--- config.mk ---
export PLATFORM = sky130hd
export DESIGN_NAME = rv_decode_top
export DESIGN_NICKNAME = d
export VERILOG_FILES = /design/src/rv_dec_pkg.sv /design/src/rv_opcode_stage.sv /design/src/rv_inst_class.sv /design/src/rv_operand_sel.sv /design/src/rv_op_encode.sv /design/src/rv_dec_out_reg.sv /design/src/rv_decode_top.sv
export VERILOG_INCLUDE_DIRS = /design/src /design/src/src
export SDC_FILE = /design/constraint.sdc
export NUM_CORES = 1
export LEC_CHECK = 0
export ABC_AREA = 1
export BUFFER_PORTS_ARGS = -buffer_cell sky130_fd_sc_hd__buf_2
export CAP_MARGIN = 40
export CORE_UTILIZATION = 55
export DETAILED_ROUTE_END_ITERATION = 10
export GPL_TIMING_DRIVEN = 0
export PLACE_DENSITY = 0.87
export SYNTH_ARGS = -nofsm -noshare
export SYNTH_HDL_FRONTEND = slang
export SYNTH_HIERARCHICAL = 1
export SYNTH_SLANG_ARGS = --single-unit
export TNS_END_PERCENT = 5
--- constraint.sdc ---
create_clock -name clk -period 4.2 [get_ports clk]
set_input_delay 0.84 -clock clk [delete_from_list [all_inputs] [get_ports clk]]
set_output_delay 0.84 -clock clk [all_outputs]
set_load 0.01 [all_outputs]
--- src/rv_dec_macros.svh ---
`ifndef RV_DEC_MACROS_SVH
`define RV_DEC_MACROS_SVH

`define INST_LEN   32
`define IMM_LEN    64
`define REG_ADDR_W 5
`define CSR_ADDR_W 12

`define ALUOP_W 5
`define MEMOP_W 4
`define EXCOP_W 4
`define PCOP_W  3
`define CSROP_W 3

// major opcodes, rv64i only
`define OPC_LOAD    7'b0000011
`define OPC_STORE   7'b0100011
`define OPC_BRANCH  7'b1100011
`define OPC_JALR    7'b1100111
`define OPC_JAL     7'b1101111
`define OPC_OPIMM   7'b0010011
`define OPC_OPIMM32 7'b0011011
`define OPC_OP      7'b0110011
`define OPC_OP32    7'b0111011
`define OPC_SYSTEM  7'b1110011
`define OPC_LUI     7'b0110111
`define OPC_AUIPC   7'b0010111

// imm12 of the func3 == 0 system group
`define SYS_ECALL  12'h000
`define SYS_EBREAK 12'h001
`define SYS_MRET   12'h302

`define ALUOP_NONE 5'd0
`define ALUOP_ADD  5'd1
`define ALUOP_SUB  5'd2
`define ALUOP_XOR  5'd3
`define ALUOP_OR   5'd4
`define ALUOP_AND  5'd5
`define ALUOP_SLL  5'd6
`define ALUOP_SRL  5'd7
`define ALUOP_SRA  5'd8
`define ALUOP_SLLW 5'd9
`define ALUOP_SRLW 5'd10
`define ALUOP_SRAW 5'd11
`define ALUOP_SLT  5'd12
`define ALUOP_SLTU 5'd13
`define ALUOP_BEQ  5'd14
`define ALUOP_BNE  5'd15
`define ALUOP_BLT  5'd16
`define ALUOP_BGE  5'd17
`define ALUOP_BLTU 5'd18
`define ALUOP_BGEU 5'd19

`define MEMOP_NONE 4'd0
`define MEMOP_LB   4'd1
`define MEMOP_LH   4'd2
`define MEMOP_LW   4'd3
`define MEMOP_LD   4'd4
`define MEMOP_LBU  4'd5
`define MEMOP_LHU  4'd6
`define MEMOP_LWU  4'd7
`define MEMOP_SB   4'd8
`define MEMOP_SH   4'd9
`define MEMOP_SW   4'd10
`define MEMOP_SD   4'd11

`define EXCOP_NONE    4'd0
`define EXCOP_AUIPC   4'd1
`define EXCOP_LUI     4'd2
`define EXCOP_JAL     4'd3
`define EXCOP_JALR    4'd4
`define EXCOP_LOAD    4'd5
`define EXCOP_STORE   4'd6
`define EXCOP_BRANCH  4'd7
`define EXCOP_OPIMM   4'd8
`define EXCOP_OPIMM32 4'd9
`define EXCOP_OP      4'd10
`define EXCOP_OP32    4'd11
`define EXCOP_CSR     4'd12
`define EXCOP_EBREAK  4'd13

`define PCOP_INC4   3'd0
`define PCOP_BRANCH 3'd1
`define PCOP_JAL    3'd2
`define PCOP_JALR   3'd3
`define PCOP_MRET   3'd4
`define PCOP_MTVEC  3'd5

`define CSROP_NONE  3'd0
`define CSROP_READ  3'd1
`define CSROP_WRITE 3'd2
`define CSROP_SET   3'd3
`define CSROP_CLEAR 3'd4

`endif

--- src/rv_dec_pkg.sv ---
`include "rv_dec_macros.svh"

package rv_dec_pkg;

  typedef logic [`INST_LEN-1:0]   inst_t;
  typedef logic [`REG_ADDR_W-1:0] reg_idx_t;
  typedef logic [`CSR_ADDR_W-1:0] csr_addr_t;
  typedef logic [`IMM_LEN-1:0]    imm_t;

  // OTHER first so a cleared instruction lands there
  typedef enum logic [3:0] {
    GRP_OTHER, GRP_LOAD, GRP_STORE, GRP_BRANCH, GRP_JALR, GRP_JAL, GRP_OPIMM,
    GRP_OPIMM32, GRP_OP, GRP_OP32, GRP_SYSTEM, GRP_LUI, GRP_AUIPC
  } opgrp_e;

  typedef enum logic [5:0] {
    K_INVALID,
    K_LUI, K_AUIPC, K_JAL, K_JALR,
    K_BEQ, K_BNE, K_BLT, K_BGE, K_BLTU, K_BGEU,
    K_LB, K_LH, K_LW, K_LD, K_LBU, K_LHU, K_LWU,
    K_SB, K_SH, K_SW, K_SD,
    K_ADDI, K_SLTI, K_SLTIU, K_XORI, K_ORI, K_ANDI, K_SLLI, K_SRLI, K_SRAI,
    K_ADD, K_SUB, K_SLL, K_SLT, K_SLTU, K_XOR, K_SRL, K_SRA, K_OR, K_AND,
    K_ADDIW, K_SLLIW, K_SRLIW, K_SRAIW,
    K_ADDW, K_SUBW, K_SLLW, K_SRLW, K_SRAW,
    K_ECALL, K_EBREAK, K_MRET,
    K_CSRRW, K_CSRRS, K_CSRRC, K_CSRRWI, K_CSRRSI, K_CSRRCI
  } inst_kind_e;

  typedef enum logic [2:0] {
    FMT_R, FMT_I, FMT_S, FMT_B, FMT_U, FMT_J, FMT_NONE
  } fmt_e;

  typedef enum logic [`ALUOP_W-1:0] {
    ALU_NONE = `ALUOP_NONE, ALU_ADD = `ALUOP_ADD, ALU_SUB = `ALUOP_SUB,
    ALU_XOR = `ALUOP_XOR, ALU_OR = `ALUOP_OR, ALU_AND = `ALUOP_AND,
    ALU_SLL = `ALUOP_SLL, ALU_SRL = `ALUOP_SRL, ALU_SRA = `ALUOP_SRA,
    ALU_SLLW = `ALUOP_SLLW, ALU_SRLW = `ALUOP_SRLW, ALU_SRAW = `ALUOP_SRAW,
    ALU_SLT = `ALUOP_SLT, ALU_SLTU = `ALUOP_SLTU, ALU_BEQ = `ALUOP_BEQ,
    ALU_BNE = `ALUOP_BNE, ALU_BLT = `ALUOP_BLT, ALU_BGE = `ALUOP_BGE,
    ALU_BLTU = `ALUOP_BLTU, ALU_BGEU = `ALUOP_BGEU
  } alu_op_e;

  typedef enum logic [`MEMOP_W-1:0] {
    MEM_NONE = `MEMOP_NONE, MEM_LB = `MEMOP_LB, MEM_LH = `MEMOP_LH,
    MEM_LW = `MEMOP_LW, MEM_LD = `MEMOP_LD, MEM_LBU = `MEMOP_LBU,
    MEM_LHU = `MEMOP_LHU, MEM_LWU = `MEMOP_LWU, MEM_SB = `MEMOP_SB,
    MEM_SH = `MEMOP_SH, MEM_SW = `MEMOP_SW, MEM_SD = `MEMOP_SD
  } mem_op_e;

  typedef enum logic [`EXCOP_W-1:0] {
    EXC_NONE = `EXCOP_NONE, EXC_AUIPC = `EXCOP_AUIPC, EXC_LUI = `EXCOP_LUI,
    EXC_JAL = `EXCOP_JAL, EXC_JALR = `EXCOP_JALR, EXC_LOAD = `EXCOP_LOAD,
    EXC_STORE = `EXCOP_STORE, EXC_BRANCH = `EXCOP_BRANCH, EXC_OPIMM = `EXCOP_OPIMM,
    EXC_OPIMM32 = `EXCOP_OPIMM32, EXC_OP = `EXCOP_OP, EXC_OP32 = `EXCOP_OP32,
    EXC_CSR = `EXCOP_CSR, EXC_EBREAK = `EXCOP_EBREAK
  } exc_op_e;

  typedef enum logic [`PCOP_W-1:0] {
    PC_INC4 = `PCOP_INC4, PC_BRANCH = `PCOP_BRANCH, PC_JAL = `PCOP_JAL,
    PC_JALR = `PCOP_JALR, PC_MRET = `PCOP_MRET, PC_MTVEC = `PCOP_MTVEC
  } pc_op_e;

  typedef enum logic [`CSROP_W-1:0] {
    CSR_NONE = `CSROP_NONE, CSR_READ = `CSROP_READ, CSR_WRITE = `CSROP_WRITE,
    CSR_SET = `CSROP_SET, CSR_CLEAR = `CSROP_CLEAR
  } csr_op_e;

endpackage

--- src/rv_opcode_stage.sv ---
`timescale 1ns/10ps
`include "rv_dec_macros.svh"

module rv_opcode_stage (
  input  logic               clk,
  input  logic               rst_n,
  input  rv_dec_pkg::inst_t  inst,
  output rv_dec_pkg::inst_t  q_inst,
  output rv_dec_pkg::opgrp_e opgrp
);
  import rv_dec_pkg::*;

  logic [6:0] opcode;

  always_ff @(posedge clk) begin
    if (!rst_n) begin
      q_inst <= '0;
    end else begin
      q_inst <= inst;
    end
  end

  assign opcode = q_inst[6:0];

  always_comb begin
    opgrp = GRP_OTHER;
    // compressed and other 16-bit encodings are not decoded
    if (opcode[1:0] == 2'b11) begin
      case (opcode)
        `OPC_LOAD:    opgrp = GRP_LOAD;
        `OPC_STORE:   opgrp = GRP_STORE;
        `OPC_BRANCH:  opgrp = GRP_BRANCH;
        `OPC_JALR:    opgrp = GRP_JALR;
        `OPC_JAL:     opgrp = GRP_JAL;
        `OPC_OPIMM:   opgrp = GRP_OPIMM;
        `OPC_OPIMM32: opgrp = GRP_OPIMM32;
        `OPC_OP:      opgrp = GRP_OP;
        `OPC_OP32:    opgrp = GRP_OP32;
        `OPC_SYSTEM:  opgrp = GRP_SYSTEM;
        `OPC_LUI:     opgrp = GRP_LUI;
        `OPC_AUIPC:   opgrp = GRP_AUIPC;
        default:      opgrp = GRP_OTHER;
      endcase
    end
  end

endmodule

--- src/rv_inst_class.sv ---
`timescale 1ns/10ps
`include "rv_dec_macros.svh"

module rv_inst_class (
  input  rv_dec_pkg::inst_t      q_inst,
  input  rv_dec_pkg::opgrp_e     opgrp,
  output rv_dec_pkg::inst_kind_e kind
);
  import rv_dec_pkg::*;

  logic [2:0]  f3;
  logic [6:0]  f7;
  logic [11:0] imm12;
  logic [9:0]  f73;

  assign f3    = q_inst[14:12];
  assign f7    = q_inst[31:25];
  assign imm12 = q_inst[31:20];
  assign f73   = {f7, f3};

  always_comb begin
    kind = K_INVALID;
    case (opgrp)
      GRP_LUI:   kind = K_LUI;
      GRP_AUIPC: kind = K_AUIPC;
      GRP_JAL:   kind = K_JAL;
      GRP_JALR: begin
        if (f3 == 3'b000) begin
          kind = K_JALR;
        end
      end
      GRP_BRANCH: begin
        case (f3)
          3'b000:  kind = K_BEQ;
          3'b001:  kind = K_BNE;
          3'b100:  kind = K_BLT;
          3'b101:  kind = K_BGE;
          3'b110:  kind = K_BLTU;
          3'b111:  kind = K_BGEU;
          default: kind = K_INVALID;
        endcase
      end
      GRP_LOAD: begin
        case (f3)
          3'b000:  kind = K_LB;
          3'b001:  kind = K_LH;
          3'b010:  kind = K_LW;
          3'b011:  kind = K_LD;
          3'b100:  kind = K_LBU;
          3'b101:  kind = K_LHU;
          3'b110:  kind = K_LWU;
          default: kind = K_INVALID;
        endcase
      end
      GRP_STORE: begin
        case (f3)
          3'b000:  kind = K_SB;
          3'b001:  kind = K_SH;
          3'b010:  kind = K_SW;
          3'b011:  kind = K_SD;
          default: kind = K_INVALID;
        endcase
      end
      GRP_OPIMM: begin
        // shamt is six bits on rv64, func7[0] belongs to it
        casez (f73)
          10'b???????_000: kind = K_ADDI;
          10'b???????_010: kind = K_SLTI;
          10'b???????_011: kind = K_SLTIU;
          10'b???????_100: kind = K_XORI;
          10'b???????_110: kind = K_ORI;
          10'b???????_111: kind = K_ANDI;
          10'b000000?_001: kind = K_SLLI;
          10'b000000?_101: kind = K_SRLI;
          10'b010000?_101: kind = K_SRAI;
          default:         kind = K_INVALID;
        endcase
      end
      GRP_OPIMM32: begin
        casez (f73)
          10'b???????_000: kind = K_ADDIW;
          10'b0000000_001: kind = K_SLLIW;
          10'b0000000_101: kind = K_SRLIW;
          10'b0100000_101: kind = K_SRAIW;
          default:         kind = K_INVALID;
        endcase
      end
      GRP_OP: begin
        // mul/div/rem (func7 0000001) fall through to invalid
        case (f73)
          10'b0000000_000: kind = K_ADD;
          10'b0100000_000: kind = K_SUB;
          10'b0000000_001: kind = K_SLL;
          10'b0000000_010: kind = K_SLT;
          10'b0000000_011: kind = K_SLTU;
          10'b0000000_100: kind = K_XOR;
          10'b0000000_101: kind = K_SRL;
          10'b0100000_101: kind = K_SRA;
          10'b0000000_110: kind = K_OR;
          10'b0000000_111: kind = K_AND;
          default:         kind = K_INVALID;
        endcase
      end
      GRP_OP32: begin
        case (f73)
          10'b0000000_000: kind = K_ADDW;
          10'b0100000_000: kind = K_SUBW;
          10'b0000000_001: kind = K_SLLW;
          10'b0000000_101: kind = K_SRLW;
          10'b0100000_101: kind = K_SRAW;
          default:         kind = K_INVALID;
        endcase
      end
      GRP_SYSTEM: begin
        case (f3)
          3'b000: begin
            case (imm12)
              `SYS_ECALL:  kind = K_ECALL;
              `SYS_EBREAK: kind = K_EBREAK;
              `SYS_MRET:   kind = K_MRET;
              default:     kind = K_INVALID;
            endcase
          end
          3'b001:  kind = K_CSRRW;
          3'b010:  kind = K_CSRRS;
          3'b011:  kind = K_CSRRC;
          3'b101:  kind = K_CSRRWI;
          3'b110:  kind = K_CSRRSI;
          3'b111:  kind = K_CSRRCI;
          default: kind = K_INVALID;
        endcase
      end
      default: kind = K_INVALID;
    endcase
  end

endmodule

--- src/rv_operand_sel.sv ---
`timescale 1ns/10ps
`include "rv_dec_macros.svh"

module rv_operand_sel (
  input  rv_dec_pkg::inst_t      q_inst,
  input  rv_dec_pkg::opgrp_e     opgrp,
  input  rv_dec_pkg::inst_kind_e kind,
  output rv_dec_pkg::reg_idx_t   rs1_idx,
  output rv_dec_pkg::reg_idx_t   rs2_idx,
  output rv_dec_pkg::reg_idx_t   rd_idx,
  output rv_dec_pkg::imm_t       imm_data,
  output rv_dec_pkg::imm_t       imm_csr,
  output logic                   need_imm_csr,
  output rv_dec_pkg::csr_addr_t  csr_idx
);
  import rv_dec_pkg::*;

  fmt_e fmt;
  logic is_csr;
  logic use_rs1;
  logic use_rs2;
  logic use_rd;
  imm_t imm_i;
  imm_t imm_s;
  imm_t imm_b;
  imm_t imm_u;
  imm_t imm_j;

  always_comb begin
    case (opgrp)
      GRP_OP, GRP_OP32:                          fmt = FMT_R;
      GRP_LOAD, GRP_OPIMM, GRP_OPIMM32, GRP_JALR: fmt = FMT_I;
      GRP_STORE:                                 fmt = FMT_S;
      GRP_BRANCH:                                fmt = FMT_B;
      GRP_LUI, GRP_AUIPC:                        fmt = FMT_U;
      GRP_JAL:                                   fmt = FMT_J;
      default:                                   fmt = FMT_NONE;
    endcase
  end

  // uimm sits in the rs1 slot for the immediate csr forms
  assign need_imm_csr = kind inside {K_CSRRWI, K_CSRRSI, K_CSRRCI};
  assign is_csr = need_imm_csr || (kind inside {K_CSRRW, K_CSRRS, K_CSRRC});

  assign use_rs1 = (fmt inside {FMT_R, FMT_I, FMT_S, FMT_B}) && !need_imm_csr;
  assign use_rs2 = fmt inside {FMT_R, FMT_S, FMT_B};
  assign use_rd  = fmt inside {FMT_R, FMT_I, FMT_U, FMT_J};

  assign rs1_idx = use_rs1 ? q_inst[19:15] : '0;
  assign rs2_idx = use_rs2 ? q_inst[24:20] : '0;
  assign rd_idx  = use_rd ? q_inst[11:7] : '0;
  assign csr_idx = is_csr ? q_inst[31:20] : '0;

  assign imm_csr = {{(`IMM_LEN - `REG_ADDR_W){1'b0}}, q_inst[19:15]};

  assign imm_i = {{(`IMM_LEN - 12){q_inst[31]}}, q_inst[31:20]};
  assign imm_s = {{(`IMM_LEN - 12){q_inst[31]}}, q_inst[31:25], q_inst[11:7]};
  assign imm_b = {{(`IMM_LEN - 13){q_inst[31]}}, q_inst[31], q_inst[7], q_inst[30:25],
                  q_inst[11:8], 1'b0};
  assign imm_u = {{(`IMM_LEN - 32){q_inst[31]}}, q_inst[31:12], 12'b0};
  assign imm_j = {{(`IMM_LEN - 21){q_inst[31]}}, q_inst[31], q_inst[19:12], q_inst[20],
                  q_inst[30:21], 1'b0};

  always_comb begin
    case (fmt)
      FMT_I:   imm_data = imm_i;
      FMT_S:   imm_data = imm_s;
      FMT_B:   imm_data = imm_b;
      FMT_U:   imm_data = imm_u;
      FMT_J:   imm_data = imm_j;
      default: imm_data = '0;
    endcase
  end

endmodule

--- src/rv_op_encode.sv ---
`timescale 1ns/10ps

module rv_op_encode (
  input  rv_dec_pkg::opgrp_e     opgrp,
  input  rv_dec_pkg::inst_kind_e kind,
  input  rv_dec_pkg::reg_idx_t   rs1_field,
  output rv_dec_pkg::alu_op_e    alu_op,
  output rv_dec_pkg::mem_op_e    mem_op,
  output rv_dec_pkg::exc_op_e    exc_op,
  output rv_dec_pkg::pc_op_e     pc_op,
  output rv_dec_pkg::csr_op_e    csr_op
);
  import rv_dec_pkg::*;

  logic is_csr;
  logic rs1_zero;

  assign is_csr   = kind inside {K_CSRRW, K_CSRRS, K_CSRRC, K_CSRRWI, K_CSRRSI, K_CSRRCI};
  assign rs1_zero = (rs1_field == '0);

  // address and link arithmetic all go through the adder
  always_comb begin
    case (kind)
      K_ADD, K_ADDW, K_ADDI, K_ADDIW, K_LUI, K_AUIPC, K_JAL, K_JALR,
      K_LB, K_LH, K_LW, K_LD, K_LBU, K_LHU, K_LWU,
      K_SB, K_SH, K_SW, K_SD,
      K_CSRRW, K_CSRRS, K_CSRRC, K_CSRRWI, K_CSRRSI, K_CSRRCI: alu_op = ALU_ADD;
      K_SUB, K_SUBW:       alu_op = ALU_SUB;
      K_XOR, K_XORI:       alu_op = ALU_XOR;
      K_OR, K_ORI:         alu_op = ALU_OR;
      K_AND, K_ANDI:       alu_op = ALU_AND;
      K_SLL, K_SLLI:       alu_op = ALU_SLL;
      K_SRL, K_SRLI:       alu_op = ALU_SRL;
      K_SRA, K_SRAI:       alu_op = ALU_SRA;
      K_SLLW, K_SLLIW:     alu_op = ALU_SLLW;
      K_SRLW, K_SRLIW:     alu_op = ALU_SRLW;
      K_SRAW, K_SRAIW:     alu_op = ALU_SRAW;
      K_SLT, K_SLTI:       alu_op = ALU_SLT;
      K_SLTU, K_SLTIU:     alu_op = ALU_SLTU;
      K_BEQ:               alu_op = ALU_BEQ;
      K_BNE:               alu_op = ALU_BNE;
      K_BLT:               alu_op = ALU_BLT;
      K_BGE:               alu_op = ALU_BGE;
      K_BLTU:              alu_op = ALU_BLTU;
      K_BGEU:              alu_op = ALU_BGEU;
      default:             alu_op = ALU_NONE;
    endcase
  end

  always_comb begin
    case (kind)
      K_LB:    mem_op = MEM_LB;
      K_LH:    mem_op = MEM_LH;
      K_LW:    mem_op = MEM_LW;
      K_LD:    mem_op = MEM_LD;
      K_LBU:   mem_op = MEM_LBU;
      K_LHU:   mem_op = MEM_LHU;
      K_LWU:   mem_op = MEM_LWU;
      K_SB:    mem_op = MEM_SB;
      K_SH:    mem_op = MEM_SH;
      K_SW:    mem_op = MEM_SW;
      K_SD:    mem_op = MEM_SD;
      default: mem_op = MEM_NONE;
    endcase
  end

  // by group, so m-extension encodings still report OP / OP32
  always_comb begin
    case (opgrp)
      GRP_AUIPC:   exc_op = EXC_AUIPC;
      GRP_LUI:     exc_op = EXC_LUI;
      GRP_JAL:     exc_op = EXC_JAL;
      GRP_JALR:    exc_op = EXC_JALR;
      GRP_LOAD:    exc_op = EXC_LOAD;
      GRP_STORE:   exc_op = EXC_STORE;
      GRP_BRANCH:  exc_op = EXC_BRANCH;
      GRP_OPIMM:   exc_op = EXC_OPIMM;
      GRP_OPIMM32: exc_op = EXC_OPIMM32;
      GRP_OP:      exc_op = EXC_OP;
      GRP_OP32:    exc_op = EXC_OP32;
      GRP_SYSTEM: begin
        if (is_csr) begin
          exc_op = EXC_CSR;
        end else if (kind == K_EBREAK) begin
          exc_op = EXC_EBREAK;
        end else begin
          exc_op = EXC_NONE;
        end
      end
      default:     exc_op = EXC_NONE;
    endcase
  end

  always_comb begin
    if (opgrp == GRP_BRANCH) begin
      pc_op = PC_BRANCH;
    end else if (kind == K_JAL) begin
      pc_op = PC_JAL;
    end else if (kind == K_JALR) begin
      pc_op = PC_JALR;
    end else if (kind == K_MRET) begin
      pc_op = PC_MRET;
    end else if (kind == K_ECALL) begin
      pc_op = PC_MTVEC;
    end else begin
      pc_op = PC_INC4;
    end
  end

  // set/clear with x0 or uimm 0 has no write side effect
  always_comb begin
    case (kind)
      K_CSRRW, K_CSRRWI: csr_op = CSR_WRITE;
      K_CSRRS, K_CSRRSI: csr_op = rs1_zero ? CSR_READ : CSR_SET;
      K_CSRRC, K_CSRRCI: csr_op = rs1_zero ? CSR_READ : CSR_CLEAR;
      default:           csr_op = CSR_NONE;
    endcase
  end

endmodule

--- src/rv_dec_out_reg.sv ---
`timescale 1ns/10ps

module rv_dec_out_reg (
  input  logic                  clk,
  input  logic                  rst_n,
  input  rv_dec_pkg::reg_idx_t  rs1_idx,
  input  rv_dec_pkg::reg_idx_t  rs2_idx,
  input  rv_dec_pkg::reg_idx_t  rd_idx,
  input  rv_dec_pkg::imm_t      imm_data,
  input  rv_dec_pkg::imm_t      imm_csr,
  input  logic                  need_imm_csr,
  input  rv_dec_pkg::csr_addr_t csr_idx,
  input  rv_dec_pkg::alu_op_e   alu_op,
  input  rv_dec_pkg::mem_op_e   mem_op,
  input  rv_dec_pkg::exc_op_e   exc_op,
  input  rv_dec_pkg::pc_op_e    pc_op,
  input  rv_dec_pkg::csr_op_e   csr_op,
  output rv_dec_pkg::reg_idx_t  o_rs1_idx,
  output rv_dec_pkg::reg_idx_t  o_rs2_idx,
  output rv_dec_pkg::reg_idx_t  o_rd_idx,
  output rv_dec_pkg::imm_t      o_imm_data,
  output rv_dec_pkg::imm_t      o_imm_csr,
  output logic                  o_need_imm_csr,
  output rv_dec_pkg::csr_addr_t o_csr_idx,
  output rv_dec_pkg::alu_op_e   o_alu_op,
  output rv_dec_pkg::mem_op_e   o_mem_op,
  output rv_dec_pkg::exc_op_e   o_exc_op,
  output rv_dec_pkg::pc_op_e    o_pc_op,
  output rv_dec_pkg::csr_op_e   o_csr_op
);
  import rv_dec_pkg::*;

  always_ff @(posedge clk) begin
    if (!rst_n) begin
      o_rs1_idx      <= '0;
      o_rs2_idx      <= '0;
      o_rd_idx       <= '0;
      o_imm_data     <= '0;
      o_imm_csr      <= '0;
      o_need_imm_csr <= 1'b0;
      o_csr_idx      <= '0;
      o_alu_op       <= ALU_NONE;
      o_mem_op       <= MEM_NONE;
      o_exc_op       <= EXC_NONE;
      o_pc_op        <= PC_INC4;
      o_csr_op       <= CSR_NONE;
    end else begin
      o_rs1_idx      <= rs1_idx;
      o_rs2_idx      <= rs2_idx;
      o_rd_idx       <= rd_idx;
      o_imm_data     <= imm_data;
      o_imm_csr      <= imm_csr;
      o_need_imm_csr <= need_imm_csr;
      o_csr_idx      <= csr_idx;
      o_alu_op       <= alu_op;
      o_mem_op       <= mem_op;
      o_exc_op       <= exc_op;
      o_pc_op        <= pc_op;
      o_csr_op       <= csr_op;
    end
  end

endmodule

--- src/rv_decode_top.sv ---
`timescale 1ns/10ps

module rv_decode_top (
  input  logic                  clk,
  input  logic                  rst_n,
  input  rv_dec_pkg::inst_t     inst,
  output rv_dec_pkg::reg_idx_t  rs1_idx,
  output rv_dec_pkg::reg_idx_t  rs2_idx,
  output rv_dec_pkg::reg_idx_t  rd_idx,
  output rv_dec_pkg::imm_t      imm_data,
  output rv_dec_pkg::imm_t      imm_csr,
  output logic                  need_imm_csr,
  output rv_dec_pkg::csr_addr_t csr_idx,
  output rv_dec_pkg::alu_op_e   alu_op,
  output rv_dec_pkg::mem_op_e   mem_op,
  output rv_dec_pkg::exc_op_e   exc_op,
  output rv_dec_pkg::pc_op_e    pc_op,
  output rv_dec_pkg::csr_op_e   csr_op
);
  import rv_dec_pkg::*;

  inst_t      q_inst;
  opgrp_e     opgrp;
  inst_kind_e kind;

  // decode results ahead of the output register
  reg_idx_t  d_rs1_idx;
  reg_idx_t  d_rs2_idx;
  reg_idx_t  d_rd_idx;
  imm_t      d_imm_data;
  imm_t      d_imm_csr;
  logic      d_need_imm_csr;
  csr_addr_t d_csr_idx;
  alu_op_e   d_alu_op;
  mem_op_e   d_mem_op;
  exc_op_e   d_exc_op;
  pc_op_e    d_pc_op;
  csr_op_e   d_csr_op;

  rv_opcode_stage i_rv_opcode_stage (
    .clk    (clk),
    .rst_n  (rst_n),
    .inst   (inst),
    .q_inst (q_inst),
    .opgrp  (opgrp)
  );

  rv_inst_class i_rv_inst_class (
    .q_inst (q_inst),
    .opgrp  (opgrp),
    .kind   (kind)
  );

  rv_operand_sel i_rv_operand_sel (
    .q_inst       (q_inst),
    .opgrp        (opgrp),
    .kind         (kind),
    .rs1_idx      (d_rs1_idx),
    .rs2_idx      (d_rs2_idx),
    .rd_idx       (d_rd_idx),
    .imm_data     (d_imm_data),
    .imm_csr      (d_imm_csr),
    .need_imm_csr (d_need_imm_csr),
    .csr_idx      (d_csr_idx)
  );

  rv_op_encode i_rv_op_encode (
    .opgrp     (opgrp),
    .kind      (kind),
    .rs1_field (q_inst[19:15]),
    .alu_op    (d_alu_op),
    .mem_op    (d_mem_op),
    .exc_op    (d_exc_op),
    .pc_op     (d_pc_op),
    .csr_op    (d_csr_op)
  );

  rv_dec_out_reg i_rv_dec_out_reg (
    .clk            (clk),
    .rst_n          (rst_n),
    .rs1_idx        (d_rs1_idx),
    .rs2_idx        (d_rs2_idx),
    .rd_idx         (d_rd_idx),
    .imm_data       (d_imm_data),
    .imm_csr        (d_imm_csr),
    .need_imm_csr   (d_need_imm_csr),
    .csr_idx        (d_csr_idx),
    .alu_op         (d_alu_op),
    .mem_op         (d_mem_op),
    .exc_op         (d_exc_op),
    .pc_op          (d_pc_op),
    .csr_op         (d_csr_op),
    .o_rs1_idx      (rs1_idx),
    .o_rs2_idx      (rs2_idx),
    .o_rd_idx       (rd_idx),
    .o_imm_data     (imm_data),
    .o_imm_csr      (imm_csr),
    .o_need_imm_csr (need_imm_csr),
    .o_csr_idx      (csr_idx),
    .o_alu_op       (alu_op),
    .o_mem_op       (mem_op),
    .o_exc_op       (exc_op),
    .o_pc_op        (pc_op),
    .o_csr_op       (csr_op)
  );

endmodule

==> metrics.cfg <==
[clocking]
path_clk_slew_ns=0.06
cts_sinks=207
cts_buffers=21
cts_tree=yes
worst_skew_pair.late_latency_ns=0.50
holdBufCountCts=0
h-tree-depth=1
cts_buffer_depth=3
root_buffer=clkbuf_16

[synth]
yosys-top-cells-area=dfxtp_1, nand2_1, inv_1
syn_area_um2=9150
synth_top_family_by_area=simple AND/OR/NAND/NOR gates
synth_compound_area_share_pct=3.72
yosysSeqAreaShare_pct=45.3
synth_top_area_share_pct=45.3
synth-seq-cells=207
yosysTopAreaCell=dfxtp_1
synth-simple-area-share_pct=26.7
synth_xor_area_share_pct=0.0957
yosysUniqueCellTypes=38
muxShareOfSynthArea_pct=0
syn_avg_cell_area_um2=7.16
synthesis.instances=1278
yosysWarnings=6
synthAdderAreaFrac_pct=1.23

[sta]
final_hold_viol_count=0
finClkSkew_ns=0.0207
fmax_mhz=257
min_period_ns=3.90
rsz0062_at_grt=no
slew_viol_final=0
min_period_over_period_pct=92.7
relSlewSlack_pct=57.8
final.setup.worst_slack_ns=0.305
worstMarginPinSlew_ns=0.632
setup-tns-final_ns=0
setup_viol=0

[min_path]
min_to=i_rv_opcode_stage/q_inst[12]$_SDFF_PN0_
min_path_type=primary input to register
min_delay_path_depth=3
hp-start=inst[12]

[route]
firstDrtPassIters=5
wl_per_cell_um=12.5
via_per_inst=4.54
dr_total_vias=8172
first_iter_violations=529
drc=0
postRouteAntennaNets=0
drt-total-wl_mm=22.5

[pwr]
switchingPower_uw=968
power_density_nw_per_um2=374
leakagePower_uw=0.00766
power_frac_comb_pct=7.9
intPower_uw=3300
p_sw_share_pct=22.7
clock_power_share_pct=44.0
power_uw=4270
seq_power_share_pct=48.1
vdd_drop_max_mv=0.287

[setup_path]
rr_endpoint=i_rv_dec_out_reg/o_exc_op[2]$_SDFF_PN0_
cp_common_cell=nand3_1
reg2reg_slack_ns=0.30
critPathBufInv=4
crit_arrival_ns=4.29
crit_fanout=12
cp.required_ns=4.60
max_stage_delay_ns=0.44
start_kind=register
endpoint_kind=register
crit_path_cell_trace=inv_2 -> nand3_1 -> nor2_1 -> nor2_2 -> nand3_1 -> inv_1 -> nand2_1 -> nor2_1 -> nand3_1 -> a21oi_1 -> nor2_1 -> nand3_1 -> inv_1 -> ha_1 -> nand3_1 -> nand2_1 -> nand2_1 -> nand3_1 -> nand2_1 -> nand3_1 -> nand2_1 -> inv_1
critical_path_class=register to register
slowest_stage=nand3_1
cp_top_family=simple AND/OR/NAND/NOR gates
r2r_cells=22
r2r-start=i_rv_opcode_stage/q_inst[4]$_SDFF_PN0_

[floorplan]
io_pins=209
initial_core_util_pct=57.0
core_area_um2=16100
die_area_um2=17200
die_x_um=131
die_y_um=131
num_rows=46

[finish]
final_nets=1611
fillers=1261
area_growth_pct=24.8
final_util_pct=71.1
drive_gt1_share_pct=26.2

[global_route]
grt_util_met3_pct=3.87
met2_usage_pct=47.7
grt_start_max_net_pins=26
grt_pass1_wl_mm=35.0
grt_usage_pct=25.9
grt-ovfl-total=0
met1_usage_pct=29.7
grt_antenna_before_repair=1
grt_pass1_vias=7436
grt_busiest_layer=met2

[placed_design]
gp_congestion=0.963
port_buffers=208
hpwl_mm=16.5
dpl_worst_slack_ns=0.350

[run]
cap_viol_max_count=0

[status]
status=completed

[worst reg2reg max path: cells and delay by family, from the launching register on]
family                     cells  cell delay [ns]
and+or+nand+nor               16             2.36
DFF                            1             0.40
AOI/OAI and AO/OA              1             0.20
buffers and inverters          4             0.52
adders and majority gates      1             0.32
[metrics by stage]
| step | hold slack [ns] | area (µm²) | instances |
|---|---|---|---|
| 6_report | 0.518 | 11400 | 1799 |
| 2_1_floorplan | 0.492 | 9370 | 1336 |
| 3_3_place_gp | 0.518 | 10700 | 1760 |
| 4_1_cts | 0.511 | 11400 | 1798 |
| 5_1_grt | 0.527 | 11400 | 1799 |
| 3_5_place_dp | 0.530 | 10700 | 1761 |
[registers in the layout, indices dropped and copies added (netlist names), 4 cells and up]
signal	cells
i_rv_dec_out_reg/o_imm_data	64
i_rv_dec_out_reg/o_exc_op	4
i_rv_dec_out_reg/o_alu_op	5
i_rv_dec_out_reg/o_rs2_idx	5
i_rv_dec_out_reg/o_imm_csr	64
i_rv_dec_out_reg/o_rd_idx	5
i_rv_dec_out_reg/o_mem_op	4
i_rv_opcode_stage/q_inst	32
i_rv_dec_out_reg/o_rs1_idx	5
i_rv_dec_out_reg/o_csr_idx	12
[routing by layer]
| metal | vias up | part of all wire (%) |
|---|---|---|
| li1 | 4171 | - |
| met1 | 3609 | 39 |
| met2 | 331 | 50 |
| met3 | 61 | 7.6 |
| met4 | 0 | 3.5 |
| met5 | - | 0 |
[logic make-up (layout without fill, tap and decap cells)]
family / Yosys count / count (layout)
adder cells (fa/ha/maj): 9 / 9
AND/OR/NAND/NOR: 569 / 569
buffers and inverters: 431 / 677
XOR/XNOR: 1 / 1
AO/OA/AOI/OAI: 60 / 60
other: 1 / 60
flip-flops: 207 / 207
[worst max path at each step]
| stage | start | endpoint | slack [ns] | cells after the start |
|---|---|---|---|---|
| finish | i_rv_opcode_stage/q_inst[4]$_SDFF_PN0_ | i_rv_dec_out_reg/o_exc_op[2]$_SDFF_PN0_ | 0.30 | 22 |
| global route | i_rv_opcode_stage/q_inst[4]$_SDFF_PN0_ | i_rv_dec_out_reg/o_exc_op[2]$_SDFF_PN0_ | 0.02 | 22 |
| CTS | i_rv_opcode_stage/q_inst[2]$_SDFF_PN0_ | i_rv_dec_out_reg/o_exc_op[2]$_SDFF_PN0_ | 0.31 | 20 |
| detailed placement | i_rv_opcode_stage/q_inst[4]$_SDFF_PN0_ | i_rv_dec_out_reg/o_exc_op[2]$_SDFF_PN0_ | 0.35 | 22 |
| global placement | i_rv_opcode_stage/q_inst[4]$_SDFF_PN0_ | i_rv_dec_out_reg/o_imm_data[46]$_SDFF_PN0_ | -0.04 | 15 |
| floorplan | i_rv_opcode_stage/q_inst[4]$_SDFF_PN0_ | i_rv_dec_out_reg/o_imm_data[63]$_SDFF_PN0_ | 0.97 | 15 |
[synth_stat cells (all sizes together)]
cell type and count:
nand3b 2, nand2 349, dfxtp 207, a21boi 1, a31oi 4, o211ai 3, nor3b 1, nand4 9
xor2 1, a21o 1, clkbuf 1, a21oi 16, nand3 103, o21ai 28, o22ai 4, and2 1
conb 1, inv 301, nor3 7, buf 129, nor2 97, o311ai 1, o21a 1, a32oi 1
ha 9
[power by group through the flow]
stage                     Clock (µW)  Sequential, µW  Combinational, µW
after floorplan                    0            2110                209
after global routing            2000            2060                378
final                           1870            2050                337
after global placement             0            2090                322
after detailed placement           0            2100                326
after CTS                       1900            2050                328
[area by class of cell]
type | instances | area, µm² | area share (%)
clock buffer | 31 | 613 | 5.37
timing repair buffer | 209 | 1060 | 9.25
antenna | 1 | 2.50 | 0.0219
inverter | 301 | 1130 | 9.90
clock inverter | 6 | 87.6 | 0.767
buffer | 130 | 967 | 8.47
sequential | 207 | 4140 | 36.3
tap | 216 | 270 | 2.37
multi-input combinational | 698 | 3150 | 27.6
[layout by cell type, fill, tap and decap left out, types with 2 or more instances in the layout]
cell type and n:
inv_1 292, conb_1 59, clkinv_2 2, bufinv_16 2
nand2_4 3, buf_4 114, clkbuf_1 5, nor2_2 8
nand4_1 9, nand3_1 97, o21ai_0 27, nand3_2 5
o22ai_1 4, a21oi_1 14, a31oi_1 4, inv_6 2
buf_2 218, dfxtp_1 207, nor2_4 3, nor2_1 85
a21oi_2 2, nand3b_1 2, o211ai_1 3, nand2_2 8
clkbuf_16 21, ha_1 9, nor3_2 2, nor3_1 5
inv_2 9, nand2_1 338, buf_6 5, clkbuf_8 5
[repair_timing]
item | in CTS | in global routing
endpoints found under the hold margin | 0 | 0
buffers inserted | 0 | 0
setup endpoints to repair | 0 | 3
gates resized for setup | 0 | 3
(Power assumes the default switching activity.)
